### src/design/mipsPkg.sv
package mipsPkg;

    localparam int IMEM_DEPTH = 64;
    localparam int DMEM_DEPTH = 64;
    localparam int IMEM_AW    = $clog2(IMEM_DEPTH);
    localparam int DMEM_AW    = $clog2(DMEM_DEPTH);
    localparam int NUM_REGS   = 32;

    typedef enum logic [5:0] {
        OP_RTYPE = 6'h00,
        OP_J     = 6'h02,
        OP_BEQ   = 6'h04,
        OP_BNE   = 6'h05,
        OP_ADDIU = 6'h09,
        OP_ANDI  = 6'h0c,
        OP_ORI   = 6'h0d,
        OP_LUI   = 6'h0f,
        OP_LW    = 6'h23,
        OP_SW    = 6'h2b,
        OP_HALT  = 6'h3f   // all ones
    } opcode_e;

    // R-type function field
    typedef enum logic [5:0] {
        F_SLL  = 6'h00,
        F_SRL  = 6'h02,
        F_ADDU = 6'h21,
        F_SUBU = 6'h23,
        F_AND  = 6'h24,
        F_OR   = 6'h25,
        F_XOR  = 6'h26,
        F_SLT  = 6'h2a
    } funct_e;

    typedef enum logic [3:0] {
        ALU_ADD, ALU_SUB, ALU_AND, ALU_OR, ALU_XOR,
        ALU_SLT, ALU_SLL, ALU_SRL, ALU_LUI
    } aluOp_e;

    typedef enum logic [1:0] {
        FWD_NONE,
        FWD_MEM,    // EX/MEM result
        FWD_WB      // writeback port
    } fwdSel_e;

    typedef struct packed {
        opcode_e    opcode;
        logic [4:0] rs;
        logic [4:0] rt;
        logic [4:0] rd;
        logic [4:0] shamt;
        funct_e     funct;
    } rType_t;

    typedef struct packed {
        opcode_e     opcode;
        logic [4:0]  rs;
        logic [4:0]  rt;
        logic [15:0] imm;
    } iType_t;

    typedef struct packed {
        opcode_e     opcode;
        logic [25:0] target;   // word index inside the 256MB region
    } jType_t;

    // one fetched word, three field layouts
    typedef union packed {
        rType_t rType;
        iType_t iType;
        jType_t jType;
    } instr_u;

    typedef struct packed {
        logic   regWrite;
        logic   memRead;
        logic   memWrite;
        logic   mem2Reg;     // wb takes load data
        logic   aluSrcImm;   // alu B from immediate
        logic   regDst;      // dest is rd, else rt
        logic   branch;
        logic   branchNe;    // bne flavour of branch
        logic   jump;
        logic   halt;
        aluOp_e aluOp;
    } ctrl_t;

    typedef struct packed {
        instr_u      instr;
        logic [31:0] pc;
        logic        valid;
    } ifId_t;

    typedef struct packed {
        ctrl_t       ctrl;    // all zero is a bubble
        logic [4:0]  rs;
        logic [4:0]  rt;
        logic [4:0]  dest;
        logic [31:0] opA;
        logic [31:0] opB;
        logic [31:0] imm;     // already extended
        logic [4:0]  shamt;
    } idEx_t;

    typedef struct packed {
        ctrl_t       ctrl;
        logic [4:0]  dest;
        logic [31:0] result;
        logic [31:0] storeData;
    } exMem_t;

    typedef struct packed {
        logic        regWrite;
        logic [4:0]  addr;
        logic [31:0] data;
    } wbPort_t;

endpackage

### src/design/mipsDecode.sv
`timescale 1ns/1ps

module mipsDecode (
    input  logic             clk,
    input  logic             i_arstN,
    input  logic             i_load,
    input  logic             i_stall,
    input  mipsPkg::ifId_t   i_ifId,
    input  mipsPkg::wbPort_t i_wb,
    output mipsPkg::idEx_t   o_idEx,
    output logic             o_redirect,
    output logic [31:0]      o_target,
    output mipsPkg::ctrl_t   o_ctrl,      // raw decode for hazard unit
    output logic             o_halted
);
    import mipsPkg::*;

    logic [31:0] regs [NUM_REGS];
    instr_u      instr;
    ctrl_t       ctrl;
    logic [4:0]  rs;
    logic [4:0]  rt;
    logic [31:0] rsVal;
    logic [31:0] rtVal;
    logic [31:0] immExt;
    logic [31:0] pcPlus4;
    logic        taken;
    logic        issue;     // live instruction leaves decode now
    logic        haltedQ;

    assign instr = i_ifId.instr;
    assign rs    = instr.rType.rs;
    assign rt    = instr.rType.rt;

    always_comb begin
        ctrl = '0;
        case (instr.rType.opcode)
            OP_RTYPE: begin
                ctrl.regWrite = 1'b1;
                ctrl.regDst   = 1'b1;
                case (instr.rType.funct)
                    F_ADDU:  ctrl.aluOp = ALU_ADD;
                    F_SUBU:  ctrl.aluOp = ALU_SUB;
                    F_AND:   ctrl.aluOp = ALU_AND;
                    F_OR:    ctrl.aluOp = ALU_OR;
                    F_XOR:   ctrl.aluOp = ALU_XOR;
                    F_SLT:   ctrl.aluOp = ALU_SLT;
                    F_SLL:   ctrl.aluOp = ALU_SLL;
                    F_SRL:   ctrl.aluOp = ALU_SRL;
                    default: ctrl.regWrite = 1'b0;   // unknown funct is a nop
                endcase
            end
            OP_ADDIU, OP_ANDI, OP_ORI, OP_LUI: begin
                ctrl.regWrite  = 1'b1;
                ctrl.aluSrcImm = 1'b1;
                case (instr.iType.opcode)
                    OP_ANDI: ctrl.aluOp = ALU_AND;
                    OP_ORI:  ctrl.aluOp = ALU_OR;
                    OP_LUI:  ctrl.aluOp = ALU_LUI;
                    default: ctrl.aluOp = ALU_ADD;
                endcase
            end
            OP_LW: begin
                ctrl.regWrite  = 1'b1;
                ctrl.memRead   = 1'b1;
                ctrl.mem2Reg   = 1'b1;
                ctrl.aluSrcImm = 1'b1;   // base + offset
            end
            OP_SW: begin
                ctrl.memWrite  = 1'b1;
                ctrl.aluSrcImm = 1'b1;
            end
            OP_BEQ:  ctrl.branch = 1'b1;
            OP_BNE: begin
                ctrl.branch   = 1'b1;
                ctrl.branchNe = 1'b1;
            end
            OP_J:    ctrl.jump = 1'b1;
            OP_HALT: ctrl.halt = 1'b1;
            default: ctrl = '0;
        endcase
    end

    // register file cleared for each new program and r0 never written
    always_ff @(posedge clk) begin
        if (i_load) begin
            regs <= '{default: '0};
        end else if (i_wb.regWrite && i_wb.addr != '0) begin
            regs[i_wb.addr] <= i_wb.data;
        end
    end

    // write-first bypass of the writeback port
    assign rsVal = (i_wb.regWrite && i_wb.addr == rs) ? i_wb.data : regs[rs];
    assign rtVal = (i_wb.regWrite && i_wb.addr == rt) ? i_wb.data : regs[rt];

    // andi/ori zero extend and the rest sign extend
    assign immExt = (instr.iType.opcode inside {OP_ANDI, OP_ORI}) ?
                    {16'h0, instr.iType.imm} : {{16{instr.iType.imm[15]}}, instr.iType.imm};

    assign pcPlus4  = i_ifId.pc + 32'd4;
    assign taken    = ctrl.jump || (ctrl.branch && ((rsVal == rtVal) != ctrl.branchNe));
    assign o_target = ctrl.jump ? {pcPlus4[31:28], instr.jType.target, 2'b00}
                                : pcPlus4 + {immExt[29:0], 2'b00};

    assign issue      = i_ifId.valid && !haltedQ && !i_stall;
    assign o_redirect = issue && taken;
    assign o_halted   = haltedQ || (issue && ctrl.halt);   // fetch stops on the halt edge
    assign o_ctrl     = ctrl;

    always_ff @(posedge clk or negedge i_arstN) begin
        if (!i_arstN) begin
            o_idEx  <= '0;
            haltedQ <= 1'b0;
        end else if (i_load) begin
            o_idEx  <= '0;
            haltedQ <= 1'b0;
        end else begin
            haltedQ <= o_halted;   // sticky until next load
            if (issue) begin
                o_idEx.ctrl  <= ctrl;
                o_idEx.rs    <= rs;
                o_idEx.rt    <= rt;
                o_idEx.dest  <= ctrl.regDst ? instr.rType.rd : rt;
                o_idEx.opA   <= rsVal;
                o_idEx.opB   <= rtVal;
                o_idEx.imm   <= immExt;
                o_idEx.shamt <= instr.rType.shamt;
            end else begin
                o_idEx <= '0;      // bubble on stall, halt or empty slot
            end
        end
    end

    // a $zero source carries zero into execute
    zeroRegReadsZero: assert property (@(posedge clk) disable iff (!i_arstN)
        (o_idEx.rs != '0 || o_idEx.opA == '0) && (o_idEx.rt != '0 || o_idEx.opB == '0));

endmodule

### config.mk
export PLATFORM = sky130hd
export DESIGN_NAME = mipsDecode
export DESIGN_NICKNAME = d
export VERILOG_FILES = /design/src/design/mipsPkg.sv /design/src/design/mipsDecode.sv
export SDC_FILE = /design/constraint.sdc
export NUM_CORES = 2
export LEC_CHECK = 0
export ABC_AREA = 1
export BUFFER_PORTS_ARGS = -buffer_cell sky130_fd_sc_hd__buf_2
export CORE_ASPECT_RATIO = 1.4
export CORE_MARGIN = 3
export CORE_UTILIZATION = 45
export DETAILED_ROUTE_END_ITERATION = 12
export SLEW_MARGIN = 30
export SYNTH_ARGS = -nofsm -noshare
export SYNTH_HDL_FRONTEND = slang
export SYNTH_SLANG_ARGS = --single-unit
export TNS_END_PERCENT = 1
### constraint.sdc
create_clock -name clk -period 2.7 [get_ports clk]
set_clock_uncertainty 0.1 [all_clocks]
set_input_delay 0.27 -clock clk [delete_from_list [all_inputs] [get_ports clk]]
set_output_delay 0.27 -clock clk [all_outputs]
set_load 0.01 [all_outputs]
After elaboration in Yosys (flattened, before gate mapping) --
Index checks and enable logic that the tools add are counted.
Cells by class: $add $sub $neg 2, multipliers 0, div/mod/pow operators 0, order comparisons 4, equality and inequality tests 21, shift operators 0, muxes and demuxes 30, bitwise gates (word level) 3, reductions and logical operators 22
Operators by type and width (number):
- 1024-bit bitwise mux | 1
- 32-bit binary-select mux with 5-bit select | 2
- 32-bit 2-to-1 mux | 9
- 130-bit 2-to-1 mux | 2
- 32-bit demux with 5-bit select | 1
- 6-bit equality test (second input constant) | 9
- 32-bit by 3-bit adder with 32-bit output (second input constant) | 1
- 32-bit adder | 1
- 32-bit equality test | 1
- 6-bit by 4-bit equality test with 1-bit output (second input constant) | 4
- 3-bit case mux with 7 select lines | 1
- 6-bit greater-or-equal comparator (second input constant) | 3
- 5-bit inverter with 6-bit output | 3
- 6-bit by 2-bit equality test with 1-bit output (second input constant) | 2
- 6-bit by 3-bit equality test with 1-bit output (second input constant) | 2
- 6-bit logical NOT | 2
- 4-bit case mux with 3 select lines | 1
- 5-bit equality test | 2
- 1-bit 2-to-1 mux | 10
- 1-bit logical AND | 9
- 4-bit case mux with 2 select lines | 1
- 8-bit OR reduction | 1
- 6-bit by 1-bit < comparator with 1-bit output (second input constant) | 1
- 6-bit OR reduction | 1
- other kinds (10) | 12
Storage, ports and cells: register bits after elaboration 1155, latch bits 0, memory bits (writable) 0, bits in read-only memories 0, bits of input ports 107, output and inout bits 178, word-level logic and storage cells 133, memories kept 0

Longest topological paths before layout --
depth in word-level cells 10, mapped depth 23, mapped depth without buffers 23

Least setup slack after synthesis --
OpenSTA, ideal clock, no wires.
kind input-to-output, start input i_ifId[3] (netlist bit), end output o_target[24], arrival time 2502 ps, required time 2330 ps, setup slack -172 ps, cell stages on the path 18, buffers on the path 0, cell sequence ha_1 nand2_1 inv_1 nor2_1 ha_1 nand2_1 nand2_1 o21ai_0 o21ai_1 inv_1 o21ai_1 nand3_1 nand2_1 a21oi_1 o21bai_1 a21oi_1 xor2_1 o21ai_1
On the way: word-level cells in the longest chain between the ends 3
RTL lines:
- start, declared | RTL line mipsDecode.sv:8 | input mipsPkg::ifId_t i_ifId,
- 32-bit by 3-bit adder with 32-bit output | RTL line mipsDecode.sv:101 | assign pcPlus4 = i_ifId.pc + 32'd4;
- 32-bit adder | RTL line mipsDecode.sv:104 | : pcPlus4 + {immExt[29:0], 2'b00};
- 32-bit 2-to-1 mux | RTL line mipsDecode.sv:103 | assign o_target = ctrl.jump ? {pcPlus4[31:28], instr.jType.target, 2'b00}
- end, declared | RTL line mipsDecode.sv:12 | output logic [31:0] o_target,
No other way between the ends.

Final worst setup path --
start register regs[346] (netlist bit), end output o_redirect
On the way: word-level cells in the longest chain between the ends 9, elaborated cells on any way between the ends 13, classes of those cells eq/ne (2); mux (8); reduce/logical (3)
RTL lines:
- start, declared | RTL line mipsDecode.sv:18 | logic [31:0] regs [NUM_REGS];
- start signal, assigned by index | RTL line mipsDecode.sv:89 | regs[i_wb.addr] <= i_wb.data;
- 32-bit binary-select mux with 5-bit select (on tied branches) | RTL line mipsDecode.sv:94, mipsDecode.sv:95
- 32-bit 2-to-1 mux (on tied branches) (3 in series) | RTL line mipsDecode.sv:94, mipsDecode.sv:95
- 32-bit equality test (*) | RTL line mipsDecode.sv:102 | assign taken = ctrl.jump || (ctrl.branch && ((rsVal == rtVal) != ctrl.branchNe));
- 1-bit != test (*) | RTL line mipsDecode.sv:102
- 1-bit logical AND (*) | RTL line mipsDecode.sv:102
- 1-bit logical OR (*) | RTL line mipsDecode.sv:102
- 1-bit logical AND (*) | RTL line mipsDecode.sv:107 | assign o_redirect = issue && taken;
- end, declared | RTL line mipsDecode.sv:11 | output logic o_redirect,
Mark *: on every way between the ends. The rest lies on a longest branch, timed or not. The select of a mux whose other input is x is not followed.

==> out/results.ini <==
[sta]
slew_viol_final=0
setup_ws_ps=-668
min_period_ps=3370
hold_violations=0
fmax_mhz=297
fin_crit_sh=1.25
finalSetupViolCount=33
rsz0062_at_grt=yes
slew-limit-headroom=0.330
tightest_slew_ps=1000

[drt]
drc=0
vias_per_cell=5.91
first_iter_violations=10089
wirelength_um=304000
num_vias=76672
antenna_left=0
dr.pass1.iters=9
wl_per_cell_um=23.4

[yosys]
synth_edf_count=0
synth-seq-cells=1134
syn_inst=10481
synth_area_um2=63500
ys_seq_area_frac=0.366
synth_warnings=0
syn_nets=10616
synth_top_family_by_area=simple AND/OR/NAND/NOR gates
synth_cell_types=51
synthFlopType=dfxtp_1
avgSynthCellArea_um2=6.06
synthArstFlopShare=0.0970
yosys.area_share.simple=0.452
synth-xor-area-share=0.00741
synthMuxAreaShare=0
synth_fa_ha_area_frac=0.00564
synth_compound_area_frac=0.0901

[hold_path]
hold_path_class=primary input to flip-flop
min_from=i_wb[30]
holdPathStages=5
hold_end=o_idEx[67]$_DFF_PN0_

[setup_path]
r2r_cells=26
cp-start-kind=flip-flop
worstSetupPathType=flip-flop to output pin
cp.arrival_ps=3000
path_max_fanout=3
r2r_setup_slack_ps=-440
end_kind=output pin
r2r_end=o_idEx[37]$_DFF_PN0_
crit_required_ps=2330
r2r-start=regs[416]$_SDFFE_PP0P_

[floorplan]
start_util=0.455
rows=162
ios=285
die_h_um=450
die_w_um=323
die_area_um2=146000
core_um2=140000

[finish]
area_growth_pct=26.9
nFillCells=13298
finalNetCount=11198
final_cells=12971
drive_gt1_frac=0.195

[outcome]
status=finished with violations
violations=setup timing

[power]
p_leak_nw=32.1
pwr-share-seq=0.396
power_density_nw_per_um2=532
internal_power_mw=30.3
ir_drop_mv=0.543
p_clk_frac=0.430
p_comb_frac=0.173
switchingPower_mw=12.6
swShare=0.293

[run]
max_cap_violations=0

[place]
placed_cells=12650
place_ws_ps=-1040
dp_hpwl_um=195000
place_congestion=0.966
io_buffers=284

[global_route]
grt_pass1_wl_um=445000
track_usage=0.400
grt_remaining_overflow=0
grt_pass1_vias=72128
antenna_found_initial=6
grt_max_degree=207

[clock_network]
cts_max_level=3
numCtsBuffers=117
clockBufferDepth=3
worstSkewPairLatency_ps=790
clk_pin_slew_ps=70
cts_root_buf=clkbuf_16
cts.sinks=1134
cts_tree=done

flip-flops by register name (all words and copies together) (netlist names):
register,cells
haltedQ,1
o_idEx,109
regs,1024
repair_timing:
item,CTS,global route
setup endpoints to repair,24,38
pin swaps,72,131
setup buffers,23,10
cloned,0,4
endpoints found under the hold margin,495,3
gates resized for setup,290,402
hold buffers,76,1
power by group through the flow:
stage	combinational, mW	sequential, mW	clock, mW
final	7.44	17.0	18.5
after global placement	6.58	17.4	0
after global routing	7.78	17.0	19.2
after CTS	6.95	17.0	18.6
after floorplan	3.22	17.4	0
after detailed placement	6.60	17.4	0
routing by layer:
metal	GRT usage	part of all wire
met4	0.354	0.10
met3	0.0693	0.10
met2	0.625	0.44
met5	0	0.000079
met1	0.470	0.35
layout by cell type (no fill, tap or decap), types with 8 or more instances in the layout:
cell,Yosys,final
clkbuf_1,479,14
o21ai_0,60,48
xor2_1,24,20
buf_2,327,271
a211oi_1,10,9
inv_1,220,184
o21ai_1,8,13
dfrtp_1,110,110
clkbuf_16,0,123
nand2_4,2,24
nor2_1,316,264
ha_1,27,17
buf_6,7,38
buf_12,0,153
or2_2,9,9
nor2_2,7,18
clkinv_2,1,27
buf_4,30,833
nand3_1,1752,1619
a21oi_2,1,11
xnor2_2,0,8
nand2_2,8,148
clkbuf_8,0,25
nand3_4,0,36
xnor2_1,21,12
inv_2,15,41
dfxtp_2,0,165
dfxtp_1,1024,858
nand4_1,13,13
nand3_2,9,106
nor3_1,47,44
ha_4,0,9
nor2_4,3,44
dlygate4sd3_1,0,73
nand2_1,4804,4642
a21oi_1,1023,1013
bufinv_16,0,21
cell usage after synthesis (7+ instances only):
| cell type | instances | area (um2) |
|---|---|---|
| nor3_1 | 47 | 235 |
| xor2_1 | 24 | 210 |
| buf_4 | 30 | 225 |
| or2_2 | 9 | 56.3 |
| dfrtp_1 | 110 | 2750 |
| o21ai_0 | 60 | 300 |
| nand3_1 | 1752 | 8770 |
| nand3_2 | 9 | 90.1 |
| inv_1 | 220 | 826 |
| clkbuf_1 | 479 | 1800 |
| xnor2_1 | 21 | 184 |
| o21ai_1 | 8 | 40.0 |
| clkbuf_2 | 33 | 165 |
| ha_1 | 27 | 338 |
| nand2_1 | 4804 | 18000 |
| nand2_2 | 8 | 50.1 |
| nor2_1 | 316 | 1190 |
| inv_2 | 15 | 56.3 |
| nand4_1 | 13 | 81.3 |
| nor2_2 | 7 | 43.8 |
| buf_1 | 45 | 169 |
| a21oi_1 | 1023 | 5120 |
| buf_6 | 7 | 78.8 |
| a211oi_1 | 10 | 75.1 |
| dfxtp_1 | 1024 | 20500 |
| buf_2 | 327 | 1640 |
metrics by stage:
stage / cell area [um2] / setup TNS (ps) / power, mW / hold slack (ps) / util
6_report: 80600 / -13020 / 42.9 / 94.9 / 0.577
2_1_floorplan: 63600 / -204 / 20.6 / -126 / -
3_5_place_dp: 73000 / -15270 / 24.0 / 292 / 0.523
3_3_place_gp: 73000 / -15660 / 23.9 / 277 / 0.523
5_1_grt: 80600 / -17350 / 44.0 / 79.0 / 0.577
4_1_cts: 79200 / -13950 / 42.5 / 14.5 / 0.567
layout make-up:
class	count	area, um2	area share
well taps	1804	2260	0.0280
clock buffers	158	3370	0.0419
clock inverters	62	936	0.0116
multi-input cells	8189	37400	0.464
flip-flops and latches	1134	23500	0.291
diodes	3	7.51	0.0000932
inverters	237	956	0.0119
repair buffers	1384	12200	0.151
how the worst max path moves through the flow:
stage,startpoint,end,slack [ps],depth (start not counted)
6_report,regs[346]$_SDFFE_PP0P_,o_redirect,-670,20
3_5_place_dp,i_ifId[3],o_target[31],-1040,20
3_3_place_gp,i_ifId[3],o_target[31],-1110,20
5_1_grt,regs[346]$_SDFFE_PP0P_,o_redirect,-830,20
2_1_floorplan,i_ifId[3],o_target[25],-60,19
4_1_cts,regs[502]$_SDFFE_PP0P_,o_redirect,-720,21
cells by family (layout without fill, tap and decap cells):
family,after synthesis,after routing
compound gates,1127,1127
xor+xnor,49,49
fa+ha+maj,28,28
buf+inv,1158,1841
flops,1134,1134
other cells,0,3
simple gates,6985,6985
worst max-delay path: stages, from the launching register on:
cell     delay [ps]
dfxtp_2         330
nand2_1          90
nand3_2          90
nand3_2          90
nand2_1          70
nand2_1          80
nand3_2          90
buf_12          160
nand3_4          90
nand2_4          60
xnor2_2         170
buf_4           160
nand2_1          50
nor2_1          120
nand2_2          80
nor2_4           80
nand2_2          60
nand2_2          80
nand3_4          90
nand2_2          90
buf_6            90
(Power assumes the default switching activity.)
