`config.mk`:
```
export PLATFORM = sky130hd
export DESIGN_NAME = mipsHazard
export DESIGN_NICKNAME = d
export VERILOG_FILES = /design/src/design/mipsPkg.sv /design/src/design/mipsHazard.sv
export SDC_FILE = /design/constraint.sdc
export NUM_CORES = 1
export LEC_CHECK = 0
export BUFFER_PORTS_ARGS = -buffer_cell sky130_fd_sc_hd__buf_2
export CAP_MARGIN = 20
export CORE_AREA = 2 2 130 132
export DETAILED_ROUTE_END_ITERATION = 8
export DIE_AREA = 0 0 132 134
export PLACE_DENSITY_LB_ADDON = 0.1
export SLEW_MARGIN = 20
export SYNTH_ARGS = -nofsm -noshare
export SYNTH_HDL_FRONTEND = slang
export SYNTH_SLANG_ARGS = --single-unit
```
`constraint.sdc`:
```
create_clock -name vclk -period 1
set_input_delay 0.05 -clock vclk [all_inputs]
set_output_delay 0.05 -clock vclk [all_outputs]
set_load 0.01 [all_outputs]
```
`src/design/mipsPkg.sv`:
```
package mipsPkg;

    localparam int IMEM_DEPTH = 64;
    localparam int DMEM_DEPTH = 64;
    localparam int IMEM_AW    = $clog2(IMEM_DEPTH);
    localparam int DMEM_AW    = $clog2(DMEM_DEPTH);
    localparam int NUM_REGS   = 32;

    typedef enum logic [5:0] {
        OP_RTYPE = 6'h00,
        OP_J     = 6'h02,
        OP_BEQ   = 6'h04,
        OP_BNE   = 6'h05,
        OP_ADDIU = 6'h09,
        OP_ANDI  = 6'h0c,
        OP_ORI   = 6'h0d,
        OP_LUI   = 6'h0f,
        OP_LW    = 6'h23,
        OP_SW    = 6'h2b,
        OP_HALT  = 6'h3f   // all ones
    } opcode_e;

    // R-type function field
    typedef enum logic [5:0] {
        F_SLL  = 6'h00,
        F_SRL  = 6'h02,
        F_ADDU = 6'h21,
        F_SUBU = 6'h23,
        F_AND  = 6'h24,
        F_OR   = 6'h25,
        F_XOR  = 6'h26,
        F_SLT  = 6'h2a
    } funct_e;

    typedef enum logic [3:0] {
        ALU_ADD, ALU_SUB, ALU_AND, ALU_OR, ALU_XOR,
        ALU_SLT, ALU_SLL, ALU_SRL, ALU_LUI
    } aluOp_e;

    typedef enum logic [1:0] {
        FWD_NONE,
        FWD_MEM,    // EX/MEM result
        FWD_WB      // writeback port
    } fwdSel_e;

    typedef struct packed {
        opcode_e    opcode;
        logic [4:0] rs;
        logic [4:0] rt;
        logic [4:0] rd;
        logic [4:0] shamt;
        funct_e     funct;
    } rType_t;

    typedef struct packed {
        opcode_e     opcode;
        logic [4:0]  rs;
        logic [4:0]  rt;
        logic [15:0] imm;
    } iType_t;

    typedef struct packed {
        opcode_e     opcode;
        logic [25:0] target;   // word index inside the 256MB region
    } jType_t;

    // one fetched word, three field layouts
    typedef union packed {
        rType_t rType;
        iType_t iType;
        jType_t jType;
    } instr_u;

    typedef struct packed {
        logic   regWrite;
        logic   memRead;
        logic   memWrite;
        logic   mem2Reg;     // wb takes load data
        logic   aluSrcImm;   // alu B from immediate
        logic   regDst;      // dest is rd, else rt
        logic   branch;
        logic   branchNe;    // bne flavour of branch
        logic   jump;
        logic   halt;
        aluOp_e aluOp;
    } ctrl_t;

    typedef struct packed {
        instr_u      instr;
        logic [31:0] pc;
        logic        valid;
    } ifId_t;

    typedef struct packed {
        ctrl_t       ctrl;    // all zero is a bubble
        logic [4:0]  rs;
        logic [4:0]  rt;
        logic [4:0]  dest;
        logic [31:0] opA;
        logic [31:0] opB;
        logic [31:0] imm;     // already extended
        logic [4:0]  shamt;
    } idEx_t;

    typedef struct packed {
        ctrl_t       ctrl;
        logic [4:0]  dest;
        logic [31:0] result;
        logic [31:0] storeData;
    } exMem_t;

    typedef struct packed {
        logic        regWrite;
        logic [4:0]  addr;
        logic [31:0] data;
    } wbPort_t;

endpackage

```
`src/design/mipsHazard.sv`:
```
`timescale 1ns/1ps

module mipsHazard (
    input  mipsPkg::ifId_t   i_ifId,
    input  mipsPkg::ctrl_t   i_ctrl,
    input  mipsPkg::idEx_t   i_idEx,
    input  mipsPkg::exMem_t  i_exMem,
    input  mipsPkg::wbPort_t i_wb,
    output logic             o_stall,
    output mipsPkg::fwdSel_e o_fwdA,
    output mipsPkg::fwdSel_e o_fwdB
);
    import mipsPkg::*;

    logic [4:0] rs;
    logic [4:0] rt;
    logic       useRs;
    logic       useRt;
    logic       hitEx;      // EX dest matches a decode source
    logic       hitMem;
    logic       loadUse;
    logic       branchWait;

    // MEM result is younger so it wins over WB
    function automatic fwdSel_e fwdPick(input logic [4:0] src, input exMem_t mem,
                                        input wbPort_t wb);
        if (src == '0) begin
            return FWD_NONE;
        end
        if (mem.ctrl.regWrite && mem.dest == src) begin
            return FWD_MEM;
        end
        if (wb.regWrite && wb.addr == src) begin
            return FWD_WB;
        end
        return FWD_NONE;
    endfunction

    assign rs    = i_ifId.instr.rType.rs;
    assign rt    = i_ifId.instr.rType.rt;
    assign useRs = i_ifId.valid && !(i_ctrl.jump || i_ctrl.halt);
    assign useRt = i_ifId.valid && (i_ctrl.regDst || i_ctrl.memWrite || i_ctrl.branch);

    assign hitEx  = (i_idEx.dest != '0) &&
                    ((useRs && i_idEx.dest == rs) || (useRt && i_idEx.dest == rt));
    assign hitMem = (i_exMem.dest != '0) &&
                    ((useRs && i_exMem.dest == rs) || (useRt && i_exMem.dest == rt));

    assign loadUse    = i_idEx.ctrl.memRead && hitEx;
    // branches compare in decode so they wait out EX and MEM producers
    assign branchWait = i_ctrl.branch &&
                        ((i_idEx.ctrl.regWrite && hitEx) || (i_exMem.ctrl.regWrite && hitMem));
    assign o_stall    = loadUse || branchWait;

    assign o_fwdA = fwdPick(i_idEx.rs, i_exMem, i_wb);
    assign o_fwdB = fwdPick(i_idEx.rt, i_exMem, i_wb);

endmodule

```
After elaboration in Yosys (flattened, before gate mapping)
Index checks and enable logic that the tools add are counted.

storage, ports and cells
  register bits after elaboration = 0
  latch bits = 0
  memory bits (writable) = 0
  ROM bits = 0
  bits of input ports = 330
  logic and storage cells = 60
  memories = 0

operators by class
  add/sub/neg operators = 0
  multipliers = 0
  div/mod/pow operators = 0
  magnitude comparators = 0
  eq/ne operators = 8
  shift-type cells = 0
  muxes and demuxes = 24
  bitwise operators = 0
  reduce and logical (&&, ||, !) cells = 28

operators by type and width
  kind                 number
  equality test 5 bit  8
  2-to-1 mux 2 bit     12
  logical AND 1 bit    16
  2-to-1 mux 1 bit     12
  logical NOT 5 bit    2
  nonzero test 5 bit   2
  logical OR 1 bit     7
  logical NOT 1 bit    1

Depth between registers and ports, before layout
Gate-level depths: netlist of the first run.

  depth after elaboration = 10
  mapped depth = 6

Least setup slack after synthesis of the first run
Ideal clock, no wire load.

  kind = input-to-output
  from = input i_idEx[103] (netlist bit)
  to = output o_stall
  arrival = 1.155 ns
  data required time = 0.950 ns
  setup slack = -0.205 ns
  stages = 5
  path through = xor2_1 -> or3_1 -> nor4_2 -> a31oi_1 -> o32ai_1

on the way
  cells in the longest elaborated chain, start to end = 8

RTL lines
  item                 line              text
  start, declared      mipsHazard.sv:6   input mipsPkg::idEx_t i_idEx,
  equality test 5 bit  mipsHazard.sv:45  ((useRs && i_idEx.dest == rs) || (useRt && i_idEx.dest == rt));
  logical AND 1 bit    mipsHazard.sv:45
  logical OR 1 bit     mipsHazard.sv:45
  logical AND 1 bit *  mipsHazard.sv:44  assign hitEx = (i_idEx.dest != '0) &&
  logical AND 1 bit    mipsHazard.sv:52  ((i_idEx.ctrl.regWrite && hitEx) || (i_exMem.ctrl.regWrite && hitMem));
  logical OR 1 bit     mipsHazard.sv:52
  logical AND 1 bit    mipsHazard.sv:51  assign branchWait = i_ctrl.branch &&
  logical OR 1 bit *   mipsHazard.sv:53  assign o_stall = loadUse || branchWait;
  end, declared        mipsHazard.sv:9   output logic o_stall,

Every way passes the cells marked *; elsewhere a longest branch is shown, timed or not.

Final worst setup path of the first run
  from = input i_ifId[51] (netlist bit)
  to = output o_stall

on the way
  cells in the longest elaborated chain, start to end = 8

RTL lines
  item                                    line                                text
  start, declared                         mipsHazard.sv:4                     input mipsPkg::ifId_t i_ifId,
  equality test 5 bit (on tied branches)  mipsHazard.sv:45, mipsHazard.sv:47
  logical AND 1 bit (on tied branches)    mipsHazard.sv:45, mipsHazard.sv:47
  logical OR 1 bit (on tied branches)     mipsHazard.sv:45, mipsHazard.sv:47
  logical AND 1 bit (on tied branches)    mipsHazard.sv:44, mipsHazard.sv:46
  logical AND 1 bit                       mipsHazard.sv:52
  logical OR 1 bit                        mipsHazard.sv:52
  logical AND 1 bit                       mipsHazard.sv:51
  logical OR 1 bit *                      mipsHazard.sv:53

Marks and branches as above.

==> results of run 1 <==
repair_timing:
| item | in CTS | in global routing |
|---|---|---|
| hold buffers | 0 | 0 |
| cloned | 0 | 0 |
| buffers inserted | 2 | 1 |
| resized for setup | 20 | 19 |
| endpoints found under the setup margin | 5 | 5 |
| pin swaps | 14 | 8 |
stage by stage:
step | instance area, um2 | TNS, ns
floorplan | 579 | -0.133
global placement | 1320 | -1.61
detailed placement | 1320 | -1.52
CTS | 1420 | -1.27
global route | 1520 | -1.42
finish | 1520 | -1.05
metal layers:
layer  part of all wire [%]  track usage, %  up-vias
met4                      0               0        0
met1                     49            6.26      372
met5                      0               0        -
li1                       -               -      427
met3                    4.6           0.718        0
met2                     46            7.93       31
cells in the mapped netlist:
library cell,instances,share of area [%]
a21oi_1,1,0.87
a31oi_1,2,2.2
and4_1,2,3.1
buf_1,1,0.66
clkbuf_1,4,2.6
nand2_1,1,0.66
nand3_1,2,1.8
nand4_1,2,2.2
nor2_1,8,5.3
nor4_1,5,5.5
nor4_2,1,2.2
o211ai_1,1,1.3
o31ai_1,1,1.3
o32ai_1,1,1.5
or3_1,2,2.2
or4_1,3,3.9
or4_2,1,1.5
xnor2_1,16,25
xor2_1,24,37
report_power, final:
group | leakage [nW] | switching [mW] | internal [mW]
combinational | 0.599 | 0.223 | 0.296
clock | 0.00000634 | 0 | 0.000000134
sequential | 0 | 0 | 0
total | 0.599 | 0.223 | 0.296
area by class of cell:
cell class / count / area (um2) / share of cell area (%)
Multi-Input combinational cell: 73 / 627 / 41.2
Timing Repair Buffer: 83 / 616 / 40.5
Antenna cell: 1 / 2.50 / 0.165
Tap cell: 220 / 275 / 18.1
kinds of logic (layout without fill, tap and decap cells):
| logic type | after synthesis | count (layout) | share of synthesized area (%) |
|---|---|---|---|
| buf+inv | 5 | 83 | 3.28 |
| other cells | 0 | 1 | 0 |
| simple gates | 27 | 27 | 28.2 |
| xor+xnor | 40 | 40 | 61.3 |
| compound gates | 6 | 6 | 7.22 |
worst max-delay path by stage:
stage	to	slack, ns	depth (start not counted)
floorplan	o_stall	-0.13	5
global placement	o_stall	-0.54	7
detailed placement	o_stall	-0.56	7
CTS	o_stall	-0.46	7
global route	o_stall	-0.54	7
finish	o_stall	-0.43	7
==> impl_metrics.toml, run 1 <==
[status]
status = "complete, but fails checks"
failed_checks = "negative setup slack"

[worst_setup_path]
path_cells = "buf_8 > xor2_1 > or3_4 > nor4_4 > a31oi_2 > o32ai_2 > buf_2"
critical_path_required_ns = 0.95
crit_slowest_cell = "or3_4"
cp-startpoint = "i_ifId[51]"
endpoint_kind = "output port"
critPathBufInv = 2
cp.arrival_ns = 1.38
cp_top_family = "simple AND/OR/NAND/NOR gates"
crit_fanout = 2
worst_setup_path_start_kind = "input pin"
critPathKind = "in -> out"
slowest_delay_ns = 0.40

[global_routing]
grt_max_degree = 6
grt_use_total_pct = 4.54
grt_overflow = 0
grt_pass1_wl_mm = 6.00
grt_pass1_vias = 1002
grt_antenna_before_repair = 1

[route]
wirelength_mm = 4.09
via_count = 830
dr.pass1.iters = 4
routed_via_density = 2.20
route.detailed.drc = 0
antenna_left = 0
drt-initial-drc-count = 6
wl_per_cell_um = 10.8

[cells_and_area]
utilization_pct = 9.33
seq_area_um2 = 0
area_growth_pct = 166
layout_common_cells = "buf_2, buf_4, xor2_1"
seq_cells = 0
drive_gt1_share_pct = 60.9
nClkBuffers = 0
final_cells = 377
final_common_cell = "buf_2"
fillers = 1924
fin_nets = 488

[power_and_ir_drop]
powerDensity_nw_per_um2 = 341
max-vdd-ir-drop_mv = 0.0789
p_leak_nw = 0.599
finalPower_mw = 0.519

[die]
start_util_pct = 3.51
fp.coreArea_um2 = 16300
fp.dieArea_um2 = 17700
ioPinCount = 335
die_h_um = 134
fp-row-count = 47
dieWidth_um = 132

[hold_path]
holdCritStartpoint = "i_wb[37]"
min_path_cells = 3
hold_path_class = "in -> out"
holdPathEnd = "o_fwdB[1]"

[timing]
rsz0062_at_grt = "true"
worstMarginPinSlew_ns = 0.360
setup_ws_ns = -0.431
drv_slew = 0
period_share_pct = 143
whs_ns = 0.486
period_needed_ns = 1.43
clock.fmax_mhz = 699
setup-violations-final = 5
finalHoldViolations = 0
maxSlewHeadroom_pct = 75.8

[yosys]
ys_warn_count = 0
synth_cell_types = 19
netlist_area_um2 = 572
synth_fp_nets = 408
synth.avg_cell_area_um2 = 7.33
synth_cells = 78
yosysSeqAreaShare_pct = 0

[placed_design]
dpl.cell_count = 373
gp_congestion = 0.647
place_ws_ns = -0.557
io_buffers = 50
place_hpwl_mm = 3.82

[job]
drv_cap = 0
(Power assumes the default switching activity.)
==> inputs of run 2 (changes only) <==
- SKIP_LAST_GASP: not set -> 1
- TNS_END_PERCENT: not set -> 50
==> run 2 against run 1 <==
Effect of this change: the run still ends with negative setup slack left; maximum frequency rose by 2.3%; via count is 1.4% lower; die area unchanged; design area is 6.9% lower; setup slack better by 0.032 ns; critical endpoint unchanged.
==> impl_metrics.toml, run 2 (synthesis gave the netlist of run 1 again) <==
[status]
status = "complete, but fails checks"
failed_checks = "negative setup slack"

[cells_and_area]
n_antenna_cell = 0
fin_nets = 487
drive_gt1_share_pct = 59.4
final_common_cell = "buf_2"
nClkBuffers = 0
seq_area_um2 = 0
seq_cells = 0
utilization_pct = 8.69
area_growth_pct = 147
layout_common_cells = "buf_2, buf_4, xor2_1"

[route]
route.detailed.drc = 0
wl_per_cell_um = 10.6
dr.pass1.iters = 4
drt-initial-drc-count = 14
routed_via_density = 2.18
wirelength_mm = 3.99
antenna_left = 0
via_count = 818

[placed_design]
io_buffers = 50
place_ws_ns = -0.454
place_hpwl_mm = 3.77
gp_congestion = 0.672

[worst_setup_path]
endpoint_kind = "output port"
crit_fanout = 2
cp.arrival_ns = 1.35
critical_path_required_ns = 0.95
critPathKind = "in -> out"
worst_setup_path_start_kind = "input pin"

[hold_path]
holdCritStartpoint = "i_wb[37]"
min_path_cells = 3
holdPathEnd = "o_fwdA[1]"
hold_path_class = "in -> out"

[power_and_ir_drop]
p_leak_nw = 0.565
max-vdd-ir-drop_mv = 0.0920
powerDensity_nw_per_um2 = 330

[job]
drv_cap = 0

[die]
fp.coreArea_um2 = 16300
ioPinCount = 335
fp-row-count = 47
start_util_pct = 3.51
die_h_um = 134
dieWidth_um = 132
fp.dieArea_um2 = 17700

[global_routing]
grt_use_total_pct = 4.46
grt_pass1_wl_mm = 5.83
grt_overflow = 0
grt_pass1_vias = 914
grt_antenna_before_repair = 1
grt_max_degree = 6

[timing]
rsz0062_at_grt = "true"
setup-violations-final = 5
tns_ns = -1.24
period_needed_ns = 1.40
worstMarginPinSlew_ns = 0.329
finalHoldViolations = 0
maxSlewHeadroom_pct = 77.9
clock.fmax_mhz = 715
setup_ws_ns = -0.399
drv_slew = 0
whs_ns = 0.496
period_share_pct = 140
[run 2: cell types whose count changed in the layout (fill, tap and decap cells not counted), sizes merged]
cell   change
diode      -1
buf        -1
[run 2: critical path, cell delays in order]
cell     delay [ns]
buf_2          0.14
xor2_1         0.14
or3_4          0.39
nor4_2         0.13
a31oi_1        0.08
o32ai_2        0.25
buf_4          0.17
[run 2: area by class of cell]
type | instances | area (um2)
multi-input combinational | 73 | 597
tap | 220 | 275
fill | 1942 | 14900
timing repair buffer | 82 | 543
[run 2: worst max-delay path by stage]
stage,end,from,cells past startpoint
floorplan,o_stall,i_idEx[103],5
finish,o_stall,i_ifId[51],7
global route,o_stall,i_ifId[51],7
CTS,o_stall,i_ifId[51],7
detailed placement,o_stall,i_ifId[51],7
global placement,o_stall,i_ifId[51],7
[run 2: per-stage QoR]
step | power [mW] | instances | area [um2]
after floorplan | 0.167 | 78 | 579
after global placement | 0.449 | 372 | 1300
after detailed placement | 0.440 | 372 | 1300
after global routing | 0.522 | 375 | 1420
after CTS | 0.467 | 373 | 1370
final | 0.468 | 375 | 1420
[run 2: layer usage]
metal	routed length [um]	track usage (%)	vias up
met4	0	0	2
met3	219	0.869	2
met5	13	0	-
met2	1840	7.73	31
li1	-	-	429
met1	1920	6.10	354
[run 2: timing repair]
item	in CTS	in global routing
resized for setup	15	7
endpoints found under the hold margin	0	0
buffers inserted	1	2
hold buffers	0	0
pin swaps	8	6
endpoints found under the setup margin	5	5
[run 2: power by group]
part / switching [mW] / internal (mW) / leakage (nW)
clock network: 0 / 0 / 0
registers: 0 / 0 / 0
logic: 0.205 / 0.263 / 0.565
==> inputs of run 3 (changes only) <==
- CORE_AREA: 2 2 130 132 -> 2 2 132 134
- DIE_AREA: 0 0 132 134 -> 0 0 134 136
- clock period: 1 -> 1.6 ns (I/O delays scaled with it)
==> run 3 against run 2 <==
Effect of this change: die area up 3.0%; cell count down 4.5%; setup slack improved by 0.41 ns; the run now ends clean; critical path depth rose by 2.
==> impl_metrics.toml, run 3 (synthesis gave the netlist of run 1 again) <==
[status]
status = "finished, final reports clean"

[cells_and_area]
layout_common_cells = "buf_2, xor2_1, xnor2_1"
utilization_pct = 6.99
final_common_cell = "buf_2"
fin_area_um2 = 1180
nClkBuffers = 0
seq_area_um2 = 0
fin_nets = 464
seq_cells = 0
final_cells = 358
area_growth_pct = 106
drive_gt1_share_pct = 47.7

[timing]
tns_ns = 0
clock.fmax_mhz = 629
setup-violations-final = 0
rsz0062_at_grt = "true"
setup_ws_ns = 0.0103
drv_slew = 0
period_needed_ns = 1.59
worstMarginPinSlew_ns = 0.284
period_share_pct = 99.4
finalHoldViolations = 0
maxSlewHeadroom_pct = 80.9
whs_ns = 0.534

[die]
die_h_um = 136
start_util_pct = 3.39
fp-row-count = 48
fp.coreArea_um2 = 16900
ioPinCount = 335
dieWidth_um = 134
fp.dieArea_um2 = 18200

[global_routing]
grt_antenna_before_repair = 1
grt_overflow = 0
grt_use_total_pct = 4.08
grt_pass1_vias = 859
grt_pass1_wl_mm = 5.51
grt_max_degree = 6

[placed_design]
place_ws_ns = -0.0686
gp_congestion = 0.654
placed_cell_area_um2 = 1150
place_hpwl_mm = 3.62
dpl.cell_count = 357
io_buffers = 50

[route]
antenna_left = 0
routed_via_density = 2.12
route.detailed.drc = 0
wl_per_cell_um = 10.8
dr.pass1.iters = 4
drt-initial-drc-count = 8
via_count = 759
wirelength_mm = 3.85

[clock_tree]
holdBufCountCts = 0
postCtsSetupRepairBufs = 0

[power_and_ir_drop]
p_leak_nw = 0.435
finalPower_mw = 0.242
max-vdd-ir-drop_mv = 0.0512
powerDensity_nw_per_um2 = 205

[worst_setup_path]
worst_setup_path_start_kind = "input pin"
cp-startpoint = "i_ifId[0]"
cp.arrival_ns = 1.51
critical_path_required_ns = 1.52
endpoint_kind = "output port"
critPathKind = "in -> out"
crit_fanout = 2

[hold_path]
holdCritStartpoint = "i_wb[37]"
min_path_cells = 3
holdPathEnd = "o_fwdB[1]"
hold_path_class = "in -> out"

[job]
drv_cap = 0
-- run 3: cell types whose count changed in the layout (fill, tap and decap cells not counted), moves of 2 or more --
cell and delta:
or4_4 -2, buf_8 -2, buf_2 +5, nor2_1 +2, buf_6 -5, buf_4 -21
or4_1 +2
-- run 3: how the worst max path moves through the flow --
stage	slack, ns	cells past startpoint	end
final	0.01	9	o_stall
after global routing	-0.11	9	o_stall
after CTS	-0.003	9	o_stall
after detailed placement	-0.07	9	o_stall
after global placement	-0.07	9	o_stall
after floorplan	0.33	5	o_stall
-- run 3: routing by layer --
metal,track usage (%),routed length [um],up-vias
li1,-,-,383
met1,5.93,1970,346
met2,6.52,1610,30
met3,0.895,269,0
met4,0,0,0
met5,0,0,-
-- run 3: final cells by class --
| cell class | count | area, um2 |
|---|---|---|
| Antenna cell | 1 | 2.50 |
| Multi-Input combinational cell | 73 | 572 |
| Fill cell | 1974 | 15700 |
| Tap cell | 225 | 282 |
| Timing Repair Buffer | 59 | 324 |
-- run 3: worst max-delay path, stage by stage --
cell	delay [ns]
buf_2	0.12
o31ai_4	0.08
buf_4	0.15
or3_4	0.34
nor4_2	0.14
a31oi_1	0.08
o32ai_1	0.27
buf_4	0.16
buf_6	0.09
-- run 3: what timing repair did --
| action | in CTS | in global routing |
|---|---|---|
| pin swaps | 1 | 0 |
| gates resized for setup | 4 | 0 |
| endpoints found under the setup margin | 1 | 1 |
-- run 3: where the power goes --
group          switching (mW)  leakage (nW)    total [mW]  internal, mW
registers                   0             0             0             0
clock network               0    0.00000634  0.0000000835  0.0000000835
logic                   0.123         0.435         0.242         0.118
